--- src/exec_pkg.sv ---
package exec_pkg;

	localparam int xlen        = 32;
	localparam int reg_addr_w  = 5;
	localparam int max_threads = 8;
	localparam int queue_depth = 3;    // entries per thread queue
	localparam int link_offset = 4;    // jal link is pc + 4

	typedef logic [xlen-1:0]       word_t;
	typedef logic [reg_addr_w-1:0] reg_addr_t;

	// one code above the highest thread number marks an idle lane
	typedef logic [$clog2(max_threads):0] thread_id_t;

	typedef enum logic [3:0] {
		op_add = 4'd0,
		op_sub = 4'd1,
		op_and = 4'd2,
		op_or  = 4'd3,
		op_xor = 4'd4,
		op_slt = 4'd5,    // signed compare
		op_beq = 4'd6,
		op_bne = 4'd7,
		op_jal = 4'd8
	} alu_op_e;

endpackage

--- src/result_router.sv ---
`timescale 1ns/1ps

module result_router #(
	parameter int num_threads = 4,
	parameter int num_lanes   = 2
) (
	input  logic                 clk,
	input  logic                 rst,
	input  exec_pkg::thread_id_t lane_thread [num_lanes],
	input  logic                 lane_wb_en  [num_lanes],
	input  exec_pkg::reg_addr_t  lane_rd     [num_lanes],
	input  exec_pkg::word_t      lane_data   [num_lanes],
	input  logic                 lane_jump   [num_lanes],
	input  exec_pkg::word_t      lane_target [num_lanes],
	output logic                 wb_en       [num_threads],
	output exec_pkg::reg_addr_t  wb_rd       [num_threads],
	output exec_pkg::word_t      wb_data     [num_threads],
	output logic                 jump_en     [num_threads],
	output exec_pkg::word_t      jump_addr   [num_threads]
);
	import exec_pkg::*;

	thread_id_t r_thread [num_lanes];
	logic       r_wb_en  [num_lanes];
	logic       r_jump   [num_lanes];
	reg_addr_t  r_rd     [num_lanes];
	word_t      r_data   [num_lanes];
	word_t      r_target [num_lanes];

	always_ff @(posedge clk) begin
		for (int l = 0; l < num_lanes; l++) begin
			if (!rst) begin
				r_thread[l] <= thread_id_t'(num_threads);    // idle
				r_wb_en[l]  <= 1'b0;
				r_jump[l]   <= 1'b0;
			end else begin
				r_thread[l] <= lane_thread[l];
				r_wb_en[l]  <= lane_wb_en[l];
				r_jump[l]   <= lane_jump[l];
			end
		end
	end

	always_ff @(posedge clk) begin
		r_rd     <= lane_rd;
		r_data   <= lane_data;
		r_target <= lane_target;
	end

	always_comb begin
		for (int t = 0; t < num_threads; t++) begin
			wb_en[t]     = 1'b0;
			wb_rd[t]     = '0;
			wb_data[t]   = '0;
			jump_en[t]   = 1'b0;
			jump_addr[t] = '0;
		end
		for (int l = 0; l < num_lanes; l++) begin
			for (int t = 0; t < num_threads; t++) begin
				if (r_thread[l] == thread_id_t'(t)) begin
					wb_en[t]     = r_wb_en[l];
					wb_rd[t]     = r_rd[l];
					wb_data[t]   = r_data[l];
					jump_en[t]   = r_jump[l];
					jump_addr[t] = r_target[l];
				end
			end
		end
	end

endmodule

--- config.mk ---
export PLATFORM = sky130hd
export DESIGN_NAME = result_router
export DESIGN_NICKNAME = d
export VERILOG_FILES = /design/src/exec_pkg.sv /design/src/result_router.sv
export SDC_FILE = /design/constraint.sdc
export NUM_CORES = 1
export LEC_CHECK = 0
export BUFFER_PORTS_ARGS = -buffer_cell sky130_fd_sc_hd__buf_2
export CORE_AREA = 4 4 167 169
export DETAILED_ROUTE_END_ITERATION = 7
export DIE_AREA = 0 0 171 173
export HOLD_SLACK_MARGIN = 0.03
export PLACE_DENSITY = 0.57
export SLEW_MARGIN = 25
export SYNTH_ARGS = -nofsm -noshare
export SYNTH_HDL_FRONTEND = slang
export SYNTH_SLANG_ARGS = --single-unit
--- constraint.sdc ---
create_clock -name clk -period 2 [get_ports clk]
set_clock_uncertainty 0.1 [all_clocks]
set_input_delay 0.2 -clock clk [delete_from_list [all_inputs] [get_ports clk]]
set_output_delay 0.2 -clock clk [all_outputs]
set_load 0.02 [all_outputs]
==> results.cfg <==
[layout]
fill_cells = 2259
multiInputGateArea_sq_um = 2809
drive_gt1_frac = 0.4957
nets = 1307
seq_area_sq_um = 3020
area_growth_pct = 129.1

[floorplan]
die_w_um = 171
initial_core_util = 0.2235
die_y_um = 173
std_cell_rows = 60
dieArea_sq_um = 29580
core_region_area_sq_um = 26580
ios = 436

[power_and_ir_drop]
intPower_uw = 5624
p_sw_frac = 0.2949
p_per_area_nw_per_um2 = 586.2
p_sw_uw = 2352
pwr-share-comb = 0.179
ir_drop_mv = 0.4224
clkPwrFrac = 0.400
p_leak_uw = 0.006269
pwr-share-seq = 0.421

[place]
port_buffers = 435
gp_congestion = 0.8981
place_hpwl_mm = 19.63

[global_route]
grt_pass1_wl_mm = 49.02
grt.overflow.total = 0
grt_use_total = 0.2155
grt_antenna_before_repair = 1
grt_pass1_vias = 8089
grt_start_max_net_pins = 44

[worst_setup_path]
cp_data_required_time_ps = 1700
worst_setup_path_end_kind = output pin
path_class = reg -> out
crit_path_start_kind = flop
crit_path_max_fanout = 6
startpoint = r_thread[0][0]
worst_ep_arrival_time_ps = 2110
endpoint = wb_rd[15]

[outcome]
violations = setup timing
status = finished with violations

[detailed_routing]
first_pass_iters = 5
drc = 0
via_per_inst = 5.312
drt_iter0_drc = 548
route.detailed.wl_per_inst_um = 25.82
antenna_left = 0
wirelength_mm = 38.99
vias = 8021

[logic_synthesis]
synth_area_sq_um = 5941
synthArstFlopShare = 0
synth-edff-count = 0
synth.area.top_cells = dfxtp_1 51%, a22o_1 42%, clkbuf_1 2.4%
synth_ff_type = dfxtp_1
synth-warning-count = 0
syn_area_per_cell_sq_um = 11.47
synthesis.nets = 670
ys_seq_area_frac = 0.5055
synth_common_cells = 284 x a22o_1, 150 x dfxtp_1, 38 x clkbuf_1, 22 x buf_2, 10 x and2_1
yosysTopAreaCell = dfxtp_1
syn_inst = 518
synth_cell_types = 13
yosys.cell_count.top_type = a22o_1
synth_top_cell_area_share = 0.5055
ys_ff_latch = 150

[clock_tree]
cts_buffers = 17
clock-sinks = 150
cts_buffer_depth = 2
clk_pin_slew_ps = 70
htree_levels = 4
cts_tree = built
clock-root-buffer = clkbuf_16

[timing]
fin_crit_sh = 1.207
finalHoldViolCount = 0
worst_pin_slew_ps = 428.6
fin_ws_ps = -414.2
final.min_clock_period_ps = 2414
relSlewSlack = 0.7142
maxSlewViolCount = 0
setup_tns_ps = -94060
max_freq_mhz = 414.2
setup_viol = 284
hold_ws_ps = 80.21
rsz0062_at_grt = yes

[flow_run]
timing.max_cap.violations = 0

[min_path]
hold_class = in -> reg
[state kept, by name, summed over array words and instances, names as in the netlist]
register  count
r_wb_en       2
r_jump        2
r_target     64
r_data       64
r_rd         10
r_thread      8
[final cells by class]
| type | instances | area share |
|---|---|---|
| clock inverters | 15 | 0.01131 |
| diodes | 1 | 0.0001839 |
| flip-flops and latches | 150 | 0.2220 |
| clock buffers | 17 | 0.03126 |
| well taps | 341 | 0.03135 |
| multi-input cells | 308 | 0.2064 |
| repair buffers | 678 | 0.4975 |
[cell usage in the layout, fill, tap and decap left out]
cell type	count
nand2b_1	2
clkinv_4	1
buf_6	235
diode_2	1
clkinv_2	1
inv_6	5
buf_2	199
clkinv_8	2
nand2_1	1
clkinvlp_4	1
nand2b_4	2
inv_8	5
dfxtp_1	144
or4_4	1
buf_8	2
and2_1	10
buf_16	15
a22o_4	4
a22o_1	280
dfxtp_4	4
dfxtp_2	2
nor2_4	1
nor4b_4	2
dlygate4sd3_1	152
nor4bb_4	1
buf_12	27
buf_4	33
nor4_4	4
clkbuf_16	32
[per-stage QoR]
stage,power (uW),util,std cells,worst slack [ps],cell area (sq um)
4_1_cts,7908,0.4647,1484,-437.4,12350
6_report,7977,0.5121,1510,-414.2,13610
2_1_floorplan,3781,-,518,124.5,5941
3_5_place_dp,4228,0.3291,1266,-37.66,8747
3_3_place_gp,4223,0.3291,1266,-15.80,8747
5_1_grt,8288,0.5120,1509,-483.3,13610
[routing by layer]
layer  routed length [um]  global-route usage
met5                    0                   0
met4                 1524             0.09277
met3                 3473             0.05578
met2                19720              0.3889
met1                14270              0.2355
[cell families (layout without fill, tap and decap cells)]
kind of cell | after synthesis | in the layout | synth area share
buffers and inverters | 60 | 710 | 0.04255
AOI/OAI and AO/OA | 284 | 284 | 0.4187
DFF | 150 | 150 | 0.5055
and+or+nand+nor | 24 | 24 | 0.03328
other | 0 | 1 | 0
[power by group through the flow]
stage	clock (uW)	sequential (uW)	combinational, uW
after floorplan	0	3340	438
after global placement	0	3400	828
after detailed placement	0	3400	828
after CTS	3300	3330	1270
after global routing	3430	3370	1490
final	3190	3360	1430
[repair_timing]
| action | CTS | global route |
|---|---|---|
| hold buffers | 152 | 0 |
| endpoints found under the hold margin | 150 | 0 |
| endpoints found under the setup margin | 284 | 284 |
| setup buffers | 18 | 14 |
| cloned | 16 | 21 |
| resized for setup | 278 | 251 |
| pin swaps | 15 | 36 |
[worst min-delay path by stage]
stage,end,startpoint,cells past startpoint,slack (ps)
after floorplan,r_data[0],lane_data[0],0,130
after global placement,r_target[16],lane_target[16],1,200
after detailed placement,r_target[36],lane_target[36],1,200
after CTS,r_thread[1][3],rst,2,70
after global routing,r_thread[1][3],rst,2,80
final,r_thread[1][3],rst,2,80
[worst max-delay path, cell delays in order, from the launching register on]
cell and delay, ps:
dfxtp_2 330, or4_4 540, nor2_4 180, buf_12 170
clkbuf_16 170, a22o_1 160, buf_6 120
(Power assumes the default switching activity.)
