## src/exec_pkg.sv

```systemverilog
package exec_pkg;

	localparam int xlen        = 32;
	localparam int reg_addr_w  = 5;
	localparam int max_threads = 8;
	localparam int queue_depth = 3;    // entries per thread queue
	localparam int link_offset = 4;    // jal link is pc + 4

	typedef logic [xlen-1:0]       word_t;
	typedef logic [reg_addr_w-1:0] reg_addr_t;

	// one code above the highest thread number marks an idle lane
	typedef logic [$clog2(max_threads):0] thread_id_t;

	typedef enum logic [3:0] {
		op_add = 4'd0,
		op_sub = 4'd1,
		op_and = 4'd2,
		op_or  = 4'd3,
		op_xor = 4'd4,
		op_slt = 4'd5,    // signed compare
		op_beq = 4'd6,
		op_bne = 4'd7,
		op_jal = 4'd8
	} alu_op_e;

endpackage

```

## src/thread_queue.sv

```systemverilog
`timescale 1ns/1ps

module thread_queue #(
	parameter int num_threads  = 4,
	parameter int num_lanes    = 2,
	parameter int thread_index = 0
) (
	input  logic                 clk,
	input  logic                 rst,
	input  logic                 id_valid,
	input  exec_pkg::word_t      id_pc,
	input  exec_pkg::alu_op_e    id_op,
	input  exec_pkg::word_t      id_op1,
	input  exec_pkg::word_t      id_op2,
	input  exec_pkg::word_t      id_imm,
	input  exec_pkg::reg_addr_t  id_rd,
	input  exec_pkg::reg_addr_t  id_rs1,
	input  exec_pkg::reg_addr_t  id_rs2,
	input  exec_pkg::thread_id_t dispatch_thread [num_lanes],
	input  logic                 wb_en,
	input  exec_pkg::reg_addr_t  wb_rd,
	input  exec_pkg::word_t      wb_data,
	input  logic                 jump_en,
	output logic                 id_stall,
	output logic                 head_valid,
	output exec_pkg::word_t      head_pc,
	output exec_pkg::alu_op_e    head_op,
	output exec_pkg::word_t      head_op1,
	output exec_pkg::word_t      head_op2,
	output exec_pkg::word_t      head_imm,
	output exec_pkg::reg_addr_t  head_rd
);
	import exec_pkg::*;

	localparam int cnt_w = $clog2(queue_depth + 1);
	localparam thread_id_t my_id = thread_id_t'(thread_index);

	logic [queue_depth-1:0] q_valid;
	word_t     q_pc  [queue_depth];
	alu_op_e   q_op  [queue_depth];
	word_t     q_op1 [queue_depth];
	word_t     q_op2 [queue_depth];
	word_t     q_imm [queue_depth];
	reg_addr_t q_rd  [queue_depth];
	reg_addr_t q_rs1 [queue_depth];
	reg_addr_t q_rs2 [queue_depth];
	word_t     last_pc;    // pc of the last accepted instruction
	logic      last_vld;

	word_t e_op1 [queue_depth];    // stored operands after forwarding
	word_t e_op2 [queue_depth];
	word_t in_op1;
	word_t in_op2;

	logic [queue_depth-1:0] n_valid;
	word_t     n_pc  [queue_depth];
	alu_op_e   n_op  [queue_depth];
	word_t     n_op1 [queue_depth];
	word_t     n_op2 [queue_depth];
	word_t     n_imm [queue_depth];
	reg_addr_t n_rd  [queue_depth];
	reg_addr_t n_rs1 [queue_depth];
	reg_addr_t n_rs2 [queue_depth];

	logic pop;
	logic empty;
	logic full;
	logic new_ins;
	logic accept;
	logic shift;
	logic store;
	logic [cnt_w-1:0] cnt;
	logic [cnt_w-1:0] wr_idx;

	function automatic word_t fwd(input reg_addr_t rs, input word_t val);
		if (wb_en && wb_rd != '0 && wb_rd == rs)
			return wb_data;
		return val;
	endfunction

	always_comb begin
		pop = 1'b0;
		for (int l = 0; l < num_lanes; l++) begin
			if (dispatch_thread[l] == my_id)
				pop = 1'b1;
		end
	end

	always_comb begin
		cnt = '0;
		for (int i = 0; i < queue_depth; i++) begin
			if (q_valid[i])
				cnt = cnt + cnt_w'(1);
		end
	end

	assign empty    = !q_valid[0];
	assign full     = q_valid[queue_depth-1];
	assign new_ins  = id_valid && (!last_vld || id_pc != last_pc);    // repeat filter
	assign accept   = new_ins && !jump_en && (!full || pop);
	assign shift    = pop && !empty;
	assign store    = accept && !(pop && empty);    // bypassed head is not stored
	assign wr_idx   = shift ? cnt - cnt_w'(1) : cnt;
	assign id_stall = full && !pop;

	always_comb begin
		for (int i = 0; i < queue_depth; i++) begin
			e_op1[i] = fwd(q_rs1[i], q_op1[i]);
			e_op2[i] = fwd(q_rs2[i], q_op2[i]);
		end
		in_op1 = fwd(id_rs1, id_op1);
		in_op2 = fwd(id_rs2, id_op2);
	end

	// empty queue hands the incoming instruction straight to the lanes
	assign head_valid = empty ? new_ins : 1'b1;
	assign head_pc    = empty ? id_pc : q_pc[0];
	assign head_op    = empty ? id_op : q_op[0];
	assign head_op1   = empty ? in_op1 : e_op1[0];
	assign head_op2   = empty ? in_op2 : e_op2[0];
	assign head_imm   = empty ? id_imm : q_imm[0];
	assign head_rd    = empty ? id_rd : q_rd[0];

	always_comb begin
		n_valid = q_valid;
		n_pc    = q_pc;
		n_op    = q_op;
		n_op1   = e_op1;
		n_op2   = e_op2;
		n_imm   = q_imm;
		n_rd    = q_rd;
		n_rs1   = q_rs1;
		n_rs2   = q_rs2;
		if (shift) begin
			for (int i = 0; i < queue_depth - 1; i++) begin
				n_valid[i] = q_valid[i+1];
				n_pc[i]    = q_pc[i+1];
				n_op[i]    = q_op[i+1];
				n_op1[i]   = e_op1[i+1];
				n_op2[i]   = e_op2[i+1];
				n_imm[i]   = q_imm[i+1];
				n_rd[i]    = q_rd[i+1];
				n_rs1[i]   = q_rs1[i+1];
				n_rs2[i]   = q_rs2[i+1];
			end
			n_valid[queue_depth-1] = 1'b0;
		end
		if (store) begin    // append behind the youngest entry
			n_valid[wr_idx] = 1'b1;
			n_pc[wr_idx]    = id_pc;
			n_op[wr_idx]    = id_op;
			n_op1[wr_idx]   = in_op1;
			n_op2[wr_idx]   = in_op2;
			n_imm[wr_idx]   = id_imm;
			n_rd[wr_idx]    = id_rd;
			n_rs1[wr_idx]   = id_rs1;
			n_rs2[wr_idx]   = id_rs2;
		end
	end

	always_ff @(posedge clk) begin
		q_pc  <= n_pc;
		q_op  <= n_op;
		q_op1 <= n_op1;
		q_op2 <= n_op2;
		q_imm <= n_imm;
		q_rd  <= n_rd;
		q_rs1 <= n_rs1;
		q_rs2 <= n_rs2;
	end

	always_ff @(posedge clk) begin
		if (!rst || jump_en) begin    // flush on jump
			q_valid  <= '0;
			last_vld <= 1'b0;
			last_pc  <= '0;
		end else begin
			q_valid <= n_valid;
			if (accept) begin
				last_vld <= 1'b1;
				last_pc  <= id_pc;
			end
		end
	end

endmodule

```

## config.mk

```make
export PLATFORM = sky130hd
export DESIGN_NAME = thread_queue
export DESIGN_NICKNAME = d
export VERILOG_FILES = /design/src/exec_pkg.sv /design/src/thread_queue.sv
export SDC_FILE = /design/constraint.sdc
export NUM_CORES = 1
export LEC_CHECK = 0
export BUFFER_PORTS_ARGS = -buffer_cell sky130_fd_sc_hd__buf_2
export CAP_MARGIN = 15
export CORE_ASPECT_RATIO = 1.25
export CORE_MARGIN = 8
export CORE_UTILIZATION = 50
export DETAILED_ROUTE_END_ITERATION = 10
export PLACE_DENSITY = 0.74
export SLEW_MARGIN = 20
export SYNTH_ARGS = -nofsm -noshare
export SYNTH_HDL_FRONTEND = slang
export SYNTH_SLANG_ARGS = --single-unit
```

## constraint.sdc

```tcl
create_clock -name clk -period 8.1 [get_ports clk]
set_input_delay 1.215 -clock clk [delete_from_list [all_inputs] [get_ports clk]]
set_output_delay 1.215 -clock clk [all_outputs]
set_load 0.005 [all_outputs]
```

==> impl_metrics.yaml <==
synthesis:
  postSynth.asyncResetShare: 0
  avgSynthCellArea_um2: 8.193
  synth_edf_count: 83
  syn_inst: 3139
  ys_warn_count: 0
  synth_flop_cell: "dfxtp_1"
  netlist_area_um2: 25720
  yosysSeqAreaShare: 0.4036
  yosysUniqueCellTypes: 54
  syn-num-nets: 3338
  ys_seq_elements: 477
route:
  drc_errors: 0
  via_per_inst: 6.538
  top_layer_used: "met5"
  drt_iter0_drc: 2629
  met3_length_um: 7374
  antenna_left: 0
  wl_met1_um: 34580
  vias: 25636
  wl_met2_um: 41230
  drt_pass1_iterations: 6
  finalWirelength_um: 86110
  wl_per_cell_um: 21.96
place:
  gp_congestion: 0.8276
  port_buffers: 335
  dp_slack_ns: 2.644
  dp_hpwl_um: 51840
pwr:
  leakage_nw: 11.67
  ir_drop_v: 0.0001625
  pwr_density_cell_nw_per_um2: 243.0
  seq_power_share: 0.471
  internal-power_mw: 4.978
  switching_share: 0.2887
  p_switching_mw: 2.020
  share_comb_of_total_power: 0.204
  pwr-share-clk: 0.325
global_route:
  grt_overflow: 0
  grtUsageTotal: 0.2768
  grt_pass1_vias: 25265
  antenna_found_initial: 7
  grt_max_degree: 249
  grt_pass1_wl_um: 136000
timing:
  post-route-min-period_ns: 5.355
  final.setup_skew_ns: 0.01706
  worst_pin_slew_ns: 1.297
  slew_headroom: 0.1353
  fin_tns_setup_ns: 0
  setup_ws_ns: 2.745
  rsz0062_at_grt: "no"
  final_hold_viol_count: 0
  period_share: 0.6611
  setup_viol: 0
  whs_ns: 0.4677
  drv_slew: 0
  max_freq_ghz: 0.1867
outcome:
  status: "completed"
cts:
  cts_num_sinks: 477
  holdBufCountCts: 0
  numCtsBuffers: 49
  cts_max_level: 2
  clockRootBuffer: "clkbuf_16"
  post-cts-setup-buffers: 0
  clock_path_buffers: 3
  clk_pin_slew_worst_paths_ns: 0.06
  cts_resized: 0
  insertion_delay_ns: 0.59
  cts_tree: "done"
worst_setup_path:
  cpMaxStageDelayCell: "or4_4"
  crit_path_frequent_cell: "buf_2"
  crit_fanout: 97
  critPathTopFamily: "simple AND/OR/NAND/NOR gates"
  cp_cell_sequence: "buf_2, or4_4, o21ai_4, nor4_4, buf_4, nor2b_1, nor3_1, a31oi_1, buf_2"
  crit_buf_inv: 3
  cp.required_ns: 6.88
  path_class: "primary input to primary output"
  cp.arrival_ns: 4.14
  setup.worst_path.start_class: "primary input"
  critPathMaxStageDelay_ns: 0.58
  endpoint_kind: "primary output"
layout:
  layout-drive-gt1-share: 0.1767
  multiInputGateArea_um2: 13850
  seq_area_um2: 10380
  fill_cells: 4576
  fin_util: 0.5625
  nNetsFinal: 3417
  syn_to_final_growth_pct: 11.98
hold_path:
  hold_class: "register to register"
floorplanning:
  initial_core_util: 0.5023
  die_area_um2: 58990
  coreArea_um2: 51200
  io_pins: 336
  die_x_um: 218.9
  die_h_um: 269.6
  placementRows: 93
job:
  cap_violations: 0
==> cell type report <==
type	count	area share
inverter	3	0.0003910
timing repair buffer	385	0.07391
antenna	2	0.0001738
clock inverter	18	0.005822
multi-input combinational	2302	0.4808
tap	665	0.02889
clock buffer	69	0.04940
sequential	477	0.3606
==> logic make-up (layout without fill, tap and decap cells) <==
kind of cell	Yosys count	count (layout)	share of synthesized area
adder cells (fa/ha/maj)	2	2	0.0009729
other	0	2	0
multiplexers	77	77	0.03401
AND/OR/NAND/NOR	1287	1287	0.2364
AO/OA/AOI/OAI	864	864	0.2360
buffers and inverters	360	475	0.06451
XOR/XNOR	72	72	0.02452
flip-flops	477	477	0.4036
==> placed cells by master, fill, tap and decap left out, types with 4 or more instances in the layout <==
| cell type | count |
|---|---|
| xnor2_1 | 22 |
| a22o_1 | 128 |
| dfxtp_1 | 393 |
| or4_4 | 5 |
| clkinv_2 | 10 |
| or4_1 | 64 |
| o311a_1 | 64 |
| and2_1 | 65 |
| o21ai_0 | 129 |
| nor4_1 | 15 |
| nand3_1 | 76 |
| nor2b_1 | 68 |
| edfxtp_1 | 83 |
| clkbuf_16 | 50 |
| o22ai_1 | 96 |
| nor2_1 | 6 |
| a31oi_1 | 231 |
| nor3_2 | 4 |
| o211ai_1 | 160 |
| a21oi_1 | 33 |
| clkbuf_8 | 10 |
| clkbuf_1 | 9 |
| mux2_2 | 73 |
| nor3_1 | 236 |
| buf_2 | 335 |
| nand2_1 | 691 |
| xor2_1 | 50 |
| nor3b_1 | 32 |
| buf_4 | 45 |
==> through the flow <==
stage | area, um^2 | instances | power, mW
2_1_floorplan | 25720 | 3139 | 4.292
3_3_place_gp | 27120 | 3829 | 4.635
3_5_place_dp | 27140 | 3830 | 4.729
4_1_cts | 28730 | 3917 | 7.006
5_1_grt | 28790 | 3919 | 7.337
6_report | 28800 | 3921 | 6.998
==> layer usage <==
layer,track usage,up-vias
li1,-,11717
met1,0.3452,12403
met2,0.4601,1278
met3,0.05176,228
met4,0.1203,10
met5,0,-
==> synthesized netlist by cell type, types with 50 or more instances <==
cell      count  area (um^2)
a22o_1      128         1121
a31oi_1     233         1458
and2_1       67        419.2
buf_2        83        415.4
clkbuf_1    227        852.1
dfxtp_1     394         7888
edfxtp_1     83         2492
mux2_2       73        822.0
nand2_1     694         2605
nand3_1      76        380.4
nor2b_1      68        425.4
nor3_1      240         1201
o211ai_1    160         1201
o21ai_0     130        650.6
o22ai_1      96        600.6
o311a_1      64        640.6
or4_1        65        488.0
xor2_1       50        437.9
==> power groups by stage <==
stage / Combinational, mW / Clock, mW / Sequential (mW)
3_3_place_gp: 1.34 / 0 / 3.30
5_1_grt: 1.60 / 2.40 / 3.34
6_report: 1.43 / 2.27 / 3.30
4_1_cts: 1.42 / 2.31 / 3.28
3_5_place_dp: 1.41 / 0 / 3.32
2_1_floorplan: 1.07 / 0 / 3.22
==> worst paths after layout <==
| kind | startpoint | cells after the start | slack (ns) | endpoint |
|---|---|---|---|---|
| worst max-delay path | wb_rd[1] | 9 | 2.74 | head_op2[23] |
| worst min register to register | q_op[4] | 2 | 0.47 | q_op[8] |
| worst min-delay path | q_op[4] | 2 | 0.47 | q_op[8] |
| worst max register to register | q_valid[0] | 8 | 3.26 | q_imm[34] |
==> worst reg2reg max path, stage by stage (launching register included) <==
cell and delay [ns]:
dfxtp_4 0.87, inv_1 0.32, a21oi_4 0.60, mux4_2 0.65, and2_2 0.22, buf_4 0.42, nand2_2 0.81, buf_4 0.62
a31oi_1 0.19
(Power assumes the default switching activity.)
